### config.mk
export PLATFORM = sky130hd
export DESIGN_NAME = memStage
export DESIGN_NICKNAME = d
export VERILOG_FILES = /design/src/memPkg.sv /design/src/memReg.sv /design/src/exceptUnit.sv /design/src/dataCache.sv /design/src/uncacheUnit.sv /design/src/memBusArbiter.sv /design/src/dataRam.sv /design/src/memStage.sv
export SDC_FILE = /design/constraint.sdc
export NUM_CORES = 2
export LEC_CHECK = 0
export BUFFER_PORTS_ARGS = -buffer_cell sky130_fd_sc_hd__buf_4
export CORE_ASPECT_RATIO = 0.75
export CORE_MARGIN = 2
export CORE_UTILIZATION = 45
export DETAILED_ROUTE_END_ITERATION = 8
export MAX_ROUTING_LAYER = met4
export PLACE_DENSITY = 0.64
export SETUP_SLACK_MARGIN = 0.15
export SLEW_MARGIN = 15
export SYNTH_ARGS = -nofsm -noshare
export SYNTH_HDL_FRONTEND = slang
export SYNTH_HIERARCHICAL = 1
export SYNTH_SLANG_ARGS = --single-unit
### constraint.sdc
create_clock -name clk -period 25.6 [get_ports clk]
set_input_delay 5.12 -clock clk [delete_from_list [all_inputs] [get_ports clk]]
set_output_delay 5.12 -clock clk [all_outputs]
set_load 0.03 [all_outputs]
### src/memPkg.sv
//******************************
// memory stage definitions
//******************************
`default_nettype none

package memPkg;

    localparam int DataWidth  = 32;
    localparam int RegAddrW   = 5;
    localparam int ExcCodeW   = 5;
    localparam int WbSelW     = 2;

    localparam int RamWords   = 64;
    localparam int RamAw      = $clog2(RamWords);    // word index from addr bits 7:2

    // direct-mapped, one word per line
    localparam int CacheLines = 8;
    localparam int CacheIdxW  = $clog2(CacheLines);  // addr bits 4:2
    localparam int CacheTagW  = DataWidth - CacheIdxW - 2;

    localparam logic [2:0] UncachedSeg = 3'b101;     // kseg1-style window

    localparam logic [WbSelW-1:0] WbSelAlu  = 2'd0;
    localparam logic [WbSelW-1:0] WbSelLoad = 2'd1;
    localparam logic [WbSelW-1:0] WbSelCp0  = 2'd2;

    // Cause ExcCode values; ExcNone only means something with a valid flag
    localparam logic [ExcCodeW-1:0] ExcNone = 5'd0;
    localparam logic [ExcCodeW-1:0] ExcInt  = 5'd0;
    localparam logic [ExcCodeW-1:0] ExcAdEL = 5'd4;
    localparam logic [ExcCodeW-1:0] ExcAdES = 5'd5;

    localparam int StatusIe  = 0;
    localparam int StatusExl = 1;
    localparam int ImLo      = 8;   // Status IM and Cause IP share 15:8
    localparam int ImHi      = 15;

endpackage

`default_nettype wire

### src/memReg.sv
//******************************
// memory stage register
//******************************
`timescale 1ns/10ps
`default_nettype none

module memReg (
    input  logic                          clk,
    input  logic                          rstN,
    input  logic                          memWr,
    input  logic                          memFlush,
    input  logic [memPkg::DataWidth-1:0]  exeAluOut,
    input  logic [memPkg::DataWidth-1:0]  exeOutB,
    input  logic [memPkg::RegAddrW-1:0]   exeDst,
    input  logic                          exeRegWr,
    input  logic                          exeLoad,
    input  logic                          exeStore,
    input  logic [memPkg::WbSelW-1:0]     exeWbSel,
    input  logic [memPkg::DataWidth-1:0]  exePc,
    input  logic [memPkg::DataWidth-1:0]  cp0Bus,
    input  logic                          excValid,
    input  logic                          cacheDone,
    input  logic [memPkg::DataWidth-1:0]  cacheRdata,
    input  logic                          uncDone,
    input  logic [memPkg::DataWidth-1:0]  uncRdata,
    output logic [memPkg::DataWidth-1:0]  memAddr,
    output logic                          memLoad,
    output logic                          memStore,
    output logic [memPkg::DataWidth-1:0]  memPc,
    output logic                          stageValid,
    output logic                          cacheReq,
    output logic                          uncReq,
    output logic [memPkg::DataWidth-1:0]  reqAddr,
    output logic                          reqWrite,
    output logic [memPkg::DataWidth-1:0]  reqWdata,
    output logic                          stall,
    output logic                          wbValid,
    output logic [memPkg::RegAddrW-1:0]   wbDst,
    output logic                          wbRegWr,
    output logic [memPkg::DataWidth-1:0]  wbResult,
    output logic [memPkg::DataWidth-1:0]  fwdResult
);
    import memPkg::*;

    typedef enum logic [1:0] {StIdle, StWait, StDone} stateT;

    stateT                  state;
    logic                   held;        // stage holds an instruction
    logic [DataWidth-1:0]   memOutB;
    logic [RegAddrW-1:0]    memDst;
    logic                   memRegWr;
    logic [WbSelW-1:0]      memWbSel;
    logic                   access;
    logic                   uncRegion;
    logic                   issue;
    logic                   peerDone;
    logic                   accDone;
    logic                   capture;
    logic                   retireNow;
    logic [DataWidth-1:0]   loadData;
    logic [DataWidth-1:0]   selResult;

    assign access     = memLoad | memStore;
    assign uncRegion  = memAddr[DataWidth-1 -: 3] == UncachedSeg;
    // exceptions are only looked at before the access goes out
    assign stageValid = held & (state != StWait);
    assign issue      = stageValid & access & ~excValid;
    assign peerDone   = cacheDone | uncDone;
    assign accDone    = (state == StWait) & peerDone;
    assign retireNow  = stageValid & ~access & ~excValid;   // no memory access
    assign capture    = memWr & ~stall & ~memFlush;

    assign cacheReq = issue & ~uncRegion;
    assign uncReq   = issue & uncRegion;
    assign reqAddr  = memAddr;
    assign reqWrite = memStore;
    assign reqWdata = memOutB;
    assign stall    = issue | ((state == StWait) & ~peerDone);

    assign loadData  = cacheDone ? cacheRdata : uncRdata;
    assign fwdResult = (memWbSel == WbSelCp0) ? cp0Bus : memAddr;   // bypass while pending

    always_comb begin
        case (memWbSel)
            WbSelAlu:  selResult = memAddr;
            WbSelLoad: selResult = loadData;
            default:   selResult = cp0Bus;
        endcase
    end

    always_ff @(posedge clk) begin
        if (!rstN) begin
            held    <= 1'b0;
            state   <= StIdle;
            wbValid <= 1'b0;
        end else begin
            wbValid <= retireNow | (held & accDone);   // a flushed access retires silently
            if (capture)
                held <= 1'b1;
            else if (memFlush | (stageValid & ~issue) | accDone)
                held <= 1'b0;
            case (state)
                StWait:  if (peerDone) state <= StDone;
                default: state <= issue ? StWait : StIdle;
            endcase
        end
    end

    always_ff @(posedge clk) begin
        if (capture) begin
            memAddr  <= exeAluOut;
            memOutB  <= exeOutB;
            memDst   <= exeDst;
            memRegWr <= exeRegWr;
            memLoad  <= exeLoad;
            memStore <= exeStore;
            memWbSel <= exeWbSel;
            memPc    <= exePc;
        end
        if (retireNow | accDone) begin
            wbDst    <= memDst;
            wbRegWr  <= memRegWr;
            wbResult <= selResult;
        end
    end

endmodule

`default_nettype wire

### src/exceptUnit.sv
//******************************
// memory stage exceptions
//******************************
`timescale 1ns/10ps
`default_nettype none

module exceptUnit (
    input  logic                          stageValid,
    input  logic [memPkg::DataWidth-1:0]  memAddr,
    input  logic                          memLoad,
    input  logic                          memStore,
    input  logic [memPkg::DataWidth-1:0]  memPc,
    input  logic [memPkg::DataWidth-1:0]  cp0Status,
    input  logic [memPkg::DataWidth-1:0]  cp0Cause,
    input  logic                          clk,
    input  logic                          rstN,
    output logic                          excValid,
    output logic [memPkg::ExcCodeW-1:0]   excCode,
    output logic                          exceptFlush,
    output logic [memPkg::DataWidth-1:0]  excPc
);
    import memPkg::*;

    logic                 intPending;
    logic                 misaligned;
    logic [ExcCodeW-1:0]  codeNow;

    assign intPending = cp0Status[StatusIe] & ~cp0Status[StatusExl]
                      & (|(cp0Status[ImHi:ImLo] & cp0Cause[ImHi:ImLo]));
    assign misaligned = (memLoad | memStore) & (|memAddr[1:0]);   // word accesses only
    assign excValid   = stageValid & (intPending | misaligned);

    // interrupt wins over an address error
    always_comb begin
        if (!excValid)
            codeNow = ExcNone;
        else if (intPending)
            codeNow = ExcInt;
        else if (memLoad)
            codeNow = ExcAdEL;
        else
            codeNow = ExcAdES;
    end

    always_ff @(posedge clk) begin
        if (!rstN) begin
            exceptFlush <= 1'b0;
            excCode     <= ExcNone;
        end else begin
            exceptFlush <= excValid;   // one-cycle pulse
            excCode     <= codeNow;
        end
    end

    always_ff @(posedge clk) begin
        excPc <= memPc;
    end

endmodule

`default_nettype wire

### src/dataCache.sv
//******************************
// write-through data cache
//******************************
`timescale 1ns/10ps
`default_nettype none

module dataCache (
    input  logic                          clk,
    input  logic                          rstN,
    input  logic                          cacheReq,
    input  logic [memPkg::DataWidth-1:0]  reqAddr,
    input  logic                          reqWrite,
    input  logic [memPkg::DataWidth-1:0]  reqWdata,
    input  logic                          cRamAck,
    input  logic [memPkg::DataWidth-1:0]  ramRdata,
    output logic                          cacheDone,
    output logic [memPkg::DataWidth-1:0]  cacheRdata,
    output logic                          cRamReq,
    output logic [memPkg::DataWidth-1:0]  cRamAddr,
    output logic                          cRamWe,
    output logic [memPkg::DataWidth-1:0]  cRamWdata
);
    import memPkg::*;

    logic [CacheLines-1:0]  lineValid;
    logic [CacheTagW-1:0]   tagArr  [CacheLines];
    logic [DataWidth-1:0]   dataArr [CacheLines];
    logic [CacheIdxW-1:0]   reqIdx;
    logic [CacheIdxW-1:0]   fillIdx;
    logic [CacheTagW-1:0]   reqTag;
    logic                   hit;
    logic                   hitDone;
    logic [DataWidth-1:0]   hitData;

    assign reqIdx  = reqAddr[CacheIdxW+1:2];
    assign reqTag  = reqAddr[DataWidth-1:CacheIdxW+2];
    assign fillIdx = cRamAddr[CacheIdxW+1:2];   // line of the access in flight
    assign hit     = lineValid[reqIdx] & (tagArr[reqIdx] == reqTag);

    assign cacheDone  = hitDone | cRamAck;
    assign cacheRdata = cRamAck ? ramRdata : hitData;

    always_ff @(posedge clk) begin
        if (!rstN) begin
            lineValid <= '0;
            cRamReq   <= 1'b0;
            hitDone   <= 1'b0;
        end else begin
            hitDone <= cacheReq & ~reqWrite & hit;
            // stores always go through, loads only on a miss
            if (cacheReq & (reqWrite | ~hit))
                cRamReq <= 1'b1;
            else if (cRamAck)
                cRamReq <= 1'b0;
            if (cRamAck & ~cRamWe)
                lineValid[fillIdx] <= 1'b1;
        end
    end

    always_ff @(posedge clk) begin
        if (cacheReq) begin
            cRamAddr  <= reqAddr;
            cRamWe    <= reqWrite;
            cRamWdata <= reqWdata;
            hitData   <= dataArr[reqIdx];
        end
        if (cacheReq & reqWrite & hit)
            dataArr[reqIdx] <= reqWdata;   // store miss does not allocate
        if (cRamAck & ~cRamWe) begin
            dataArr[fillIdx] <= ramRdata;
            tagArr[fillIdx]  <= cRamAddr[DataWidth-1:CacheIdxW+2];
        end
    end

endmodule

`default_nettype wire

### src/uncacheUnit.sv
//******************************
// uncached access unit
//******************************
`timescale 1ns/10ps
`default_nettype none

module uncacheUnit (
    input  logic                          clk,
    input  logic                          rstN,
    input  logic                          uncReq,
    input  logic [memPkg::DataWidth-1:0]  reqAddr,
    input  logic                          reqWrite,
    input  logic [memPkg::DataWidth-1:0]  reqWdata,
    input  logic                          uRamAck,
    input  logic [memPkg::DataWidth-1:0]  ramRdata,
    output logic                          uncDone,
    output logic [memPkg::DataWidth-1:0]  uncRdata,
    output logic                          uRamReq,
    output logic [memPkg::DataWidth-1:0]  uRamAddr,
    output logic                          uRamWe,
    output logic [memPkg::DataWidth-1:0]  uRamWdata
);
    import memPkg::*;

    logic                  pend;       // request taken, not yet answered
    logic                  pWe;
    logic [DataWidth-1:0]  pAddr;
    logic [DataWidth-1:0]  pData;
    logic                  bufValid;   // posted store waiting to drain
    logic [DataWidth-1:0]  bufAddr;
    logic [DataWidth-1:0]  bufData;
    logic                  bufLoad;

    assign bufLoad = pend & pWe & ~bufValid;
    // a load behind a full buffer waits for the drain
    assign uncDone = bufLoad | (pend & ~pWe & ~bufValid & uRamAck);
    assign uncRdata = ramRdata;

    assign uRamReq   = bufValid | (pend & ~pWe);
    assign uRamWe    = bufValid;
    assign uRamAddr  = bufValid ? bufAddr : pAddr;
    assign uRamWdata = bufData;

    always_ff @(posedge clk) begin
        if (!rstN) begin
            pend     <= 1'b0;
            bufValid <= 1'b0;
        end else begin
            if (uncReq)
                pend <= 1'b1;
            else if (uncDone)
                pend <= 1'b0;
            if (bufLoad)
                bufValid <= 1'b1;
            else if (uRamAck & bufValid)
                bufValid <= 1'b0;
        end
    end

    always_ff @(posedge clk) begin
        if (uncReq) begin
            pAddr <= reqAddr;
            pWe   <= reqWrite;
            pData <= reqWdata;
        end
        if (bufLoad) begin
            bufAddr <= pAddr;
            bufData <= pData;
        end
    end

endmodule

`default_nettype wire

### src/memBusArbiter.sv
//******************************
// shared RAM port arbiter
//******************************
`timescale 1ns/10ps
`default_nettype none

module memBusArbiter (
    input  logic                          clk,
    input  logic                          rstN,
    input  logic                          cRamReq,
    input  logic [memPkg::DataWidth-1:0]  cRamAddr,
    input  logic                          cRamWe,
    input  logic [memPkg::DataWidth-1:0]  cRamWdata,
    input  logic                          uRamReq,
    input  logic [memPkg::DataWidth-1:0]  uRamAddr,
    input  logic                          uRamWe,
    input  logic [memPkg::DataWidth-1:0]  uRamWdata,
    input  logic                          ramAck,
    output logic                          cRamAck,
    output logic                          uRamAck,
    output logic                          ramEn,
    output logic                          ramWe,
    output logic [memPkg::DataWidth-1:0]  ramAddr,
    output logic [memPkg::DataWidth-1:0]  ramWdata
);

    logic busy;   // grant held until the RAM acks
    logic ownU;
    logic selU;

    assign selU     = busy ? ownU : uRamReq;   // uncached peer first
    assign ramEn    = ~busy & (uRamReq | cRamReq);
    assign ramWe    = selU ? uRamWe : cRamWe;
    assign ramAddr  = selU ? uRamAddr : cRamAddr;
    assign ramWdata = selU ? uRamWdata : cRamWdata;

    assign uRamAck = ramAck & ownU;
    assign cRamAck = ramAck & ~ownU;

    always_ff @(posedge clk) begin
        if (!rstN) begin
            busy <= 1'b0;
            ownU <= 1'b0;
        end else if (ramEn) begin
            busy <= 1'b1;
            ownU <= uRamReq;
        end else if (ramAck) begin
            busy <= 1'b0;
        end
    end

endmodule

`default_nettype wire

### src/dataRam.sv
//******************************
// data RAM
//******************************
`timescale 1ns/10ps
`default_nettype none

module dataRam (
    input  logic                          clk,
    input  logic                          rstN,
    input  logic                          ramEn,
    input  logic                          ramWe,
    input  logic [memPkg::DataWidth-1:0]  ramAddr,
    input  logic [memPkg::DataWidth-1:0]  ramWdata,
    output logic                          ramAck,
    output logic [memPkg::DataWidth-1:0]  ramRdata
);
    import memPkg::*;

    logic [DataWidth-1:0]  mem [RamWords];
    logic [RamAw-1:0]      wordIdx;

    assign wordIdx = ramAddr[RamAw+1:2];   // segment bits ignored, kseg1 aliases

    always_ff @(posedge clk) begin
        if (!rstN)
            ramAck <= 1'b0;
        else
            ramAck <= ramEn;
    end

    always_ff @(posedge clk) begin
        if (ramEn) begin
            if (ramWe)
                mem[wordIdx] <= ramWdata;
            ramRdata <= mem[wordIdx];   // old word on a write
        end
    end

endmodule

`default_nettype wire

### src/memStage.sv
//******************************
// memory stage top
//******************************
`timescale 1ns/10ps
`default_nettype none

module memStage (
    input  logic                          clk,
    input  logic                          rstN,
    input  logic                          memWr,
    input  logic                          memFlush,
    input  logic [memPkg::DataWidth-1:0]  exeAluOut,
    input  logic [memPkg::DataWidth-1:0]  exeOutB,
    input  logic [memPkg::RegAddrW-1:0]   exeDst,
    input  logic                          exeRegWr,
    input  logic                          exeLoad,
    input  logic                          exeStore,
    input  logic [memPkg::WbSelW-1:0]     exeWbSel,
    input  logic [memPkg::DataWidth-1:0]  exePc,
    input  logic [memPkg::DataWidth-1:0]  cp0Status,
    input  logic [memPkg::DataWidth-1:0]  cp0Cause,
    input  logic [memPkg::DataWidth-1:0]  cp0Bus,
    output logic                          stall,
    output logic [memPkg::DataWidth-1:0]  fwdResult,
    output logic                          wbValid,
    output logic [memPkg::RegAddrW-1:0]   wbDst,
    output logic                          wbRegWr,
    output logic [memPkg::DataWidth-1:0]  wbResult,
    output logic                          exceptFlush,
    output logic [memPkg::ExcCodeW-1:0]   excCode,
    output logic [memPkg::DataWidth-1:0]  excPc
);
    import memPkg::*;

    // stage to exception check
    logic [DataWidth-1:0]  memAddr;
    logic [DataWidth-1:0]  memPc;
    logic                  memLoad, memStore;
    logic                  stageValid, excValid;

    // stage to peers
    logic                  cacheReq, uncReq, reqWrite;
    logic [DataWidth-1:0]  reqAddr, reqWdata;
    logic                  cacheDone, uncDone;
    logic [DataWidth-1:0]  cacheRdata, uncRdata;

    // peers to RAM
    logic                  cRamReq, cRamWe, cRamAck;
    logic [DataWidth-1:0]  cRamAddr, cRamWdata;
    logic                  uRamReq, uRamWe, uRamAck;
    logic [DataWidth-1:0]  uRamAddr, uRamWdata;
    logic                  ramEn, ramWe, ramAck;
    logic [DataWidth-1:0]  ramAddr, ramWdata, ramRdata;

    memReg        uMemReg   (.*);
    exceptUnit    uExcept   (.*);
    dataCache     uCache    (.*);
    uncacheUnit   uUncache  (.*);
    memBusArbiter uArbiter  (.*);
    dataRam       uRam      (.*);

endmodule

`default_nettype wire

==> results.py <==
metrics = {
    "setup_path": {
        "start_kind": "primary input",
        "cp_top_family": "compound AO/OA/AOI/OAI gates",
        "worst-path-buf-inv": 2,
        "cp.required_ns": 20.48,
        "path_class": "primary input to output pin",
        "ff2ff_setup_slack_ns": 18.37,
        "path_cells": "buf_4, a22o_1, o41ai_1, a21boi_0, o21bai_1, o31ai_4, buf_4",
        "reg2reg_depth": 15,
        "slowest_delay_ns": 0.52,
        "cp.arrival_ns": 7.06,
        "crit_path_end_kind": "output pin",
        "worst-path-max-fanout": 4,
        "worstReg2RegEnd": "uRam/ramRdata[5]",
        "regToRegStartpoint": "uUncache/uRamWe",
        "crit_path_top_delay_cell": "o41ai_1",
        "crit_top_cell": "buf_4",
    },
    "pwr": {
        "p_sw_mw": 2.05,
        "p_sw_share_pct": 21.0,
        "p_leak_nw": 41.3,
        "pwr-share-clk_pct": 42.0,
        "intPower_mw": 7.70,
        "p_seq_share_pct": 54.2,
        "finalPower_mw": 9.74,
        "power_density_nw_per_um2": 75.3,
        "combPwrFrac_pct": 3.8,
        "peakVddDrop_mv": 0.0602,
    },
    "clock_tree": {
        "clk_latency_ns": 0.87,
        "root_buffer": "clkbuf_16",
        "cts_tree": "built",
        "cts_hold_buf": 0,
        "cts_buffer_depth": 4,
        "htreeDepth": 5,
        "post_cts_resized": 0,
        "cts.sinks": 2922,
        "cts_buffers": 288,
        "clkTransAtPathRegs_ns": 0.06,
        "postCtsSetupBuffers": 0,
    },
    "grt": {
        "grt_usage_pct": 25.8,
        "grt_pass1_vias": 63000,
        "antenna_found_initial": 21,
        "grt_max_degree": 135,
        "grt_pass1_wl_um": 463000,
        "grt_overflow": 0,
    },
    "layout": {
        "regArea_sq_um": 87200,
        "nNetsFinal": 7099,
        "multiInputGateArea_sq_um": 25200,
        "stdcell_area_sq_um": 129000,
        "drive_above_1_share_pct": 21.6,
        "fill_cells": 20400,
        "syn2layout_area_growth_pct": 13.2,
    },
    "die": {
        "initial_core_util_pct": 45.2,
        "core_area_sq_um": 253000,
        "rows": 160,
        "die_width_um": 586,
        "io_pins": 316,
        "design.die.area_sq_um": 258000,
        "die_h_um": 440,
    },
    "timing": {
        "hold_viol": 0,
        "setup_tns_ns": 0,
        "worstMarginPinSlew_ns": 1.29,
        "slew_violations": 0,
        "finalCriticalPeriod_ns": 12.18,
        "relSlewSlack_pct": 13.1,
        "rsz0062_at_grt": "false",
        "setup_viol": 0,
        "finalCritPeriodShare_pct": 47.6,
        "finClkSkew_ns": 0.0613,
        "max_freq_mhz": 82.1,
    },
    "flow_run": {
        "maxCapViolCount": 0,
    },
    "worst_hold_path": {
        "worstHoldStart": "uMemReg/memPc[1]",
        "min_to": "uExcept/excPc[1]",
        "holdPathStages": 0,
        "worstHoldPathType": "flip-flop to flip-flop",
    },
    "drt": {
        "routedWlPerCell_um": 31.5,
        "routed_wirelength_um": 331000,
        "vias": 66900,
        "drt_pass1_iterations": 6,
        "drtAntennaViolNets": 0,
        "via_per_inst": 6.35,
        "drtIter0Drc": 9996,
        "drc": 0,
    },
    "yosys": {
        "syn_area_per_cell_sq_um": 17.2,
        "yosysWarnings": 6,
        "synthCells": 6649,
        "synth_area_sq_um": 114000,
    },
    "place": {
        "detailedPlacementHpwl_um": 191000,
        "routabilityCongestion": 0.928,
        "numPortBuffers": 266,
        "post_dp_cell_area_sq_um": 120000,
    },
    "outcome": {
        "status": "finished, final reports clean",
    },
}
==> worst max-delay path by stage <==
stage | start | to | slack [ns] | cells past startpoint
after floorplan | cp0Status[9] | uCache/dataArr[3][0] | 6.23 | 10
after global placement | cp0Status[9] | stall | 13.46 | 7
after detailed placement | cp0Status[9] | stall | 13.47 | 7
after CTS | cp0Status[9] | stall | 13.44 | 7
after global routing | cp0Status[9] | stall | 13.27 | 7
final | cp0Status[9] | stall | 13.42 | 7
==> metal layers <==
layer | global-route usage, % | wire, um | share of wire (%) | vias up
met1 | 37.3 | 135000 | 41 | 34400
met5 | - | 0 | 0 | -
li1 | - | - | - | 27500
met4 | 8.63 | 11900 | 3.6 | 0
met3 | 6.65 | 43300 | 13 | 607
met2 | 35.3 | 141000 | 42 | 4383
==> placed cells by master, fill, tap and decap left out, drive strengths merged, types with 12 or more instances in the layout <==
master and instances:
clkbuf 364, dfxtp 54, and2 13, o22a 31, nand2 361, o211ai 29, o22ai 197, mux2 484
nor3 84, nor2 208, edfxtp 2868, inv 32, nor4 21, diode 14, a221oi 342, a22o 66
o21ai 187, bufinv 17, mux2i 264, a311oi 13, a31oi 18, a211oi 33, a22oi 416, mux4 41
o21a 12, buf 468, or3 21, clkinv 105, or2 18, nor2b 18, a21oi 108, or4 22
nand3 64
==> flip-flops by register name (all words and copies together), names as in the netlist, 30 cells and up <==
signal and flops:
uUncache/uRamWdata 32, uUncache/pData 32, uMemReg/memPc 32, uMemReg/reqWdata 32, uCache/tagArr 216, uCache/cRamWdata 32
uCache/cRamAddr 30, uMemReg/memAddr 32, uCache/hitData 32, uRam/ramRdata 32, uMemReg/wbResult 32, uRam/mem 2048
uExcept/excPc 32, uCache/dataArr 256
==> area by class of cell <==
class | count | area share, %
flip-flops and latches | 2922 | 67.4
multi-input cells | 3192 | 19.5
clock buffers | 364 | 6.02
well taps | 3402 | 3.29
repair buffers | 468 | 2.81
clock inverters | 139 | 0.892
inverters | 21 | 0.0667
diodes | 14 | 0.0271
==> power by group through the flow <==
stage	Sequential [mW]	Combinational [mW]	Clock (mW)
2_1_floorplan	5.37	0.207	0
3_3_place_gp	5.38	0.359	0
3_5_place_dp	5.38	0.365	0
4_1_cts	5.28	0.366	4.14
5_1_grt	5.28	0.389	4.32
6_report	5.28	0.374	4.09
==> stage by stage <==
stage,std cells,utilization (%),hold slack [ns],setup WS [ns]
global placement,10000,47.6,0.323,13.46
floorplan,6651,-,0.323,6.23
CTS,10500,51.1,0.340,13.44
detailed placement,10000,47.6,0.327,13.47
finish,10500,51.1,0.337,13.42
global route,10500,51.1,0.346,13.27
(Power assumes the default switching activity.)
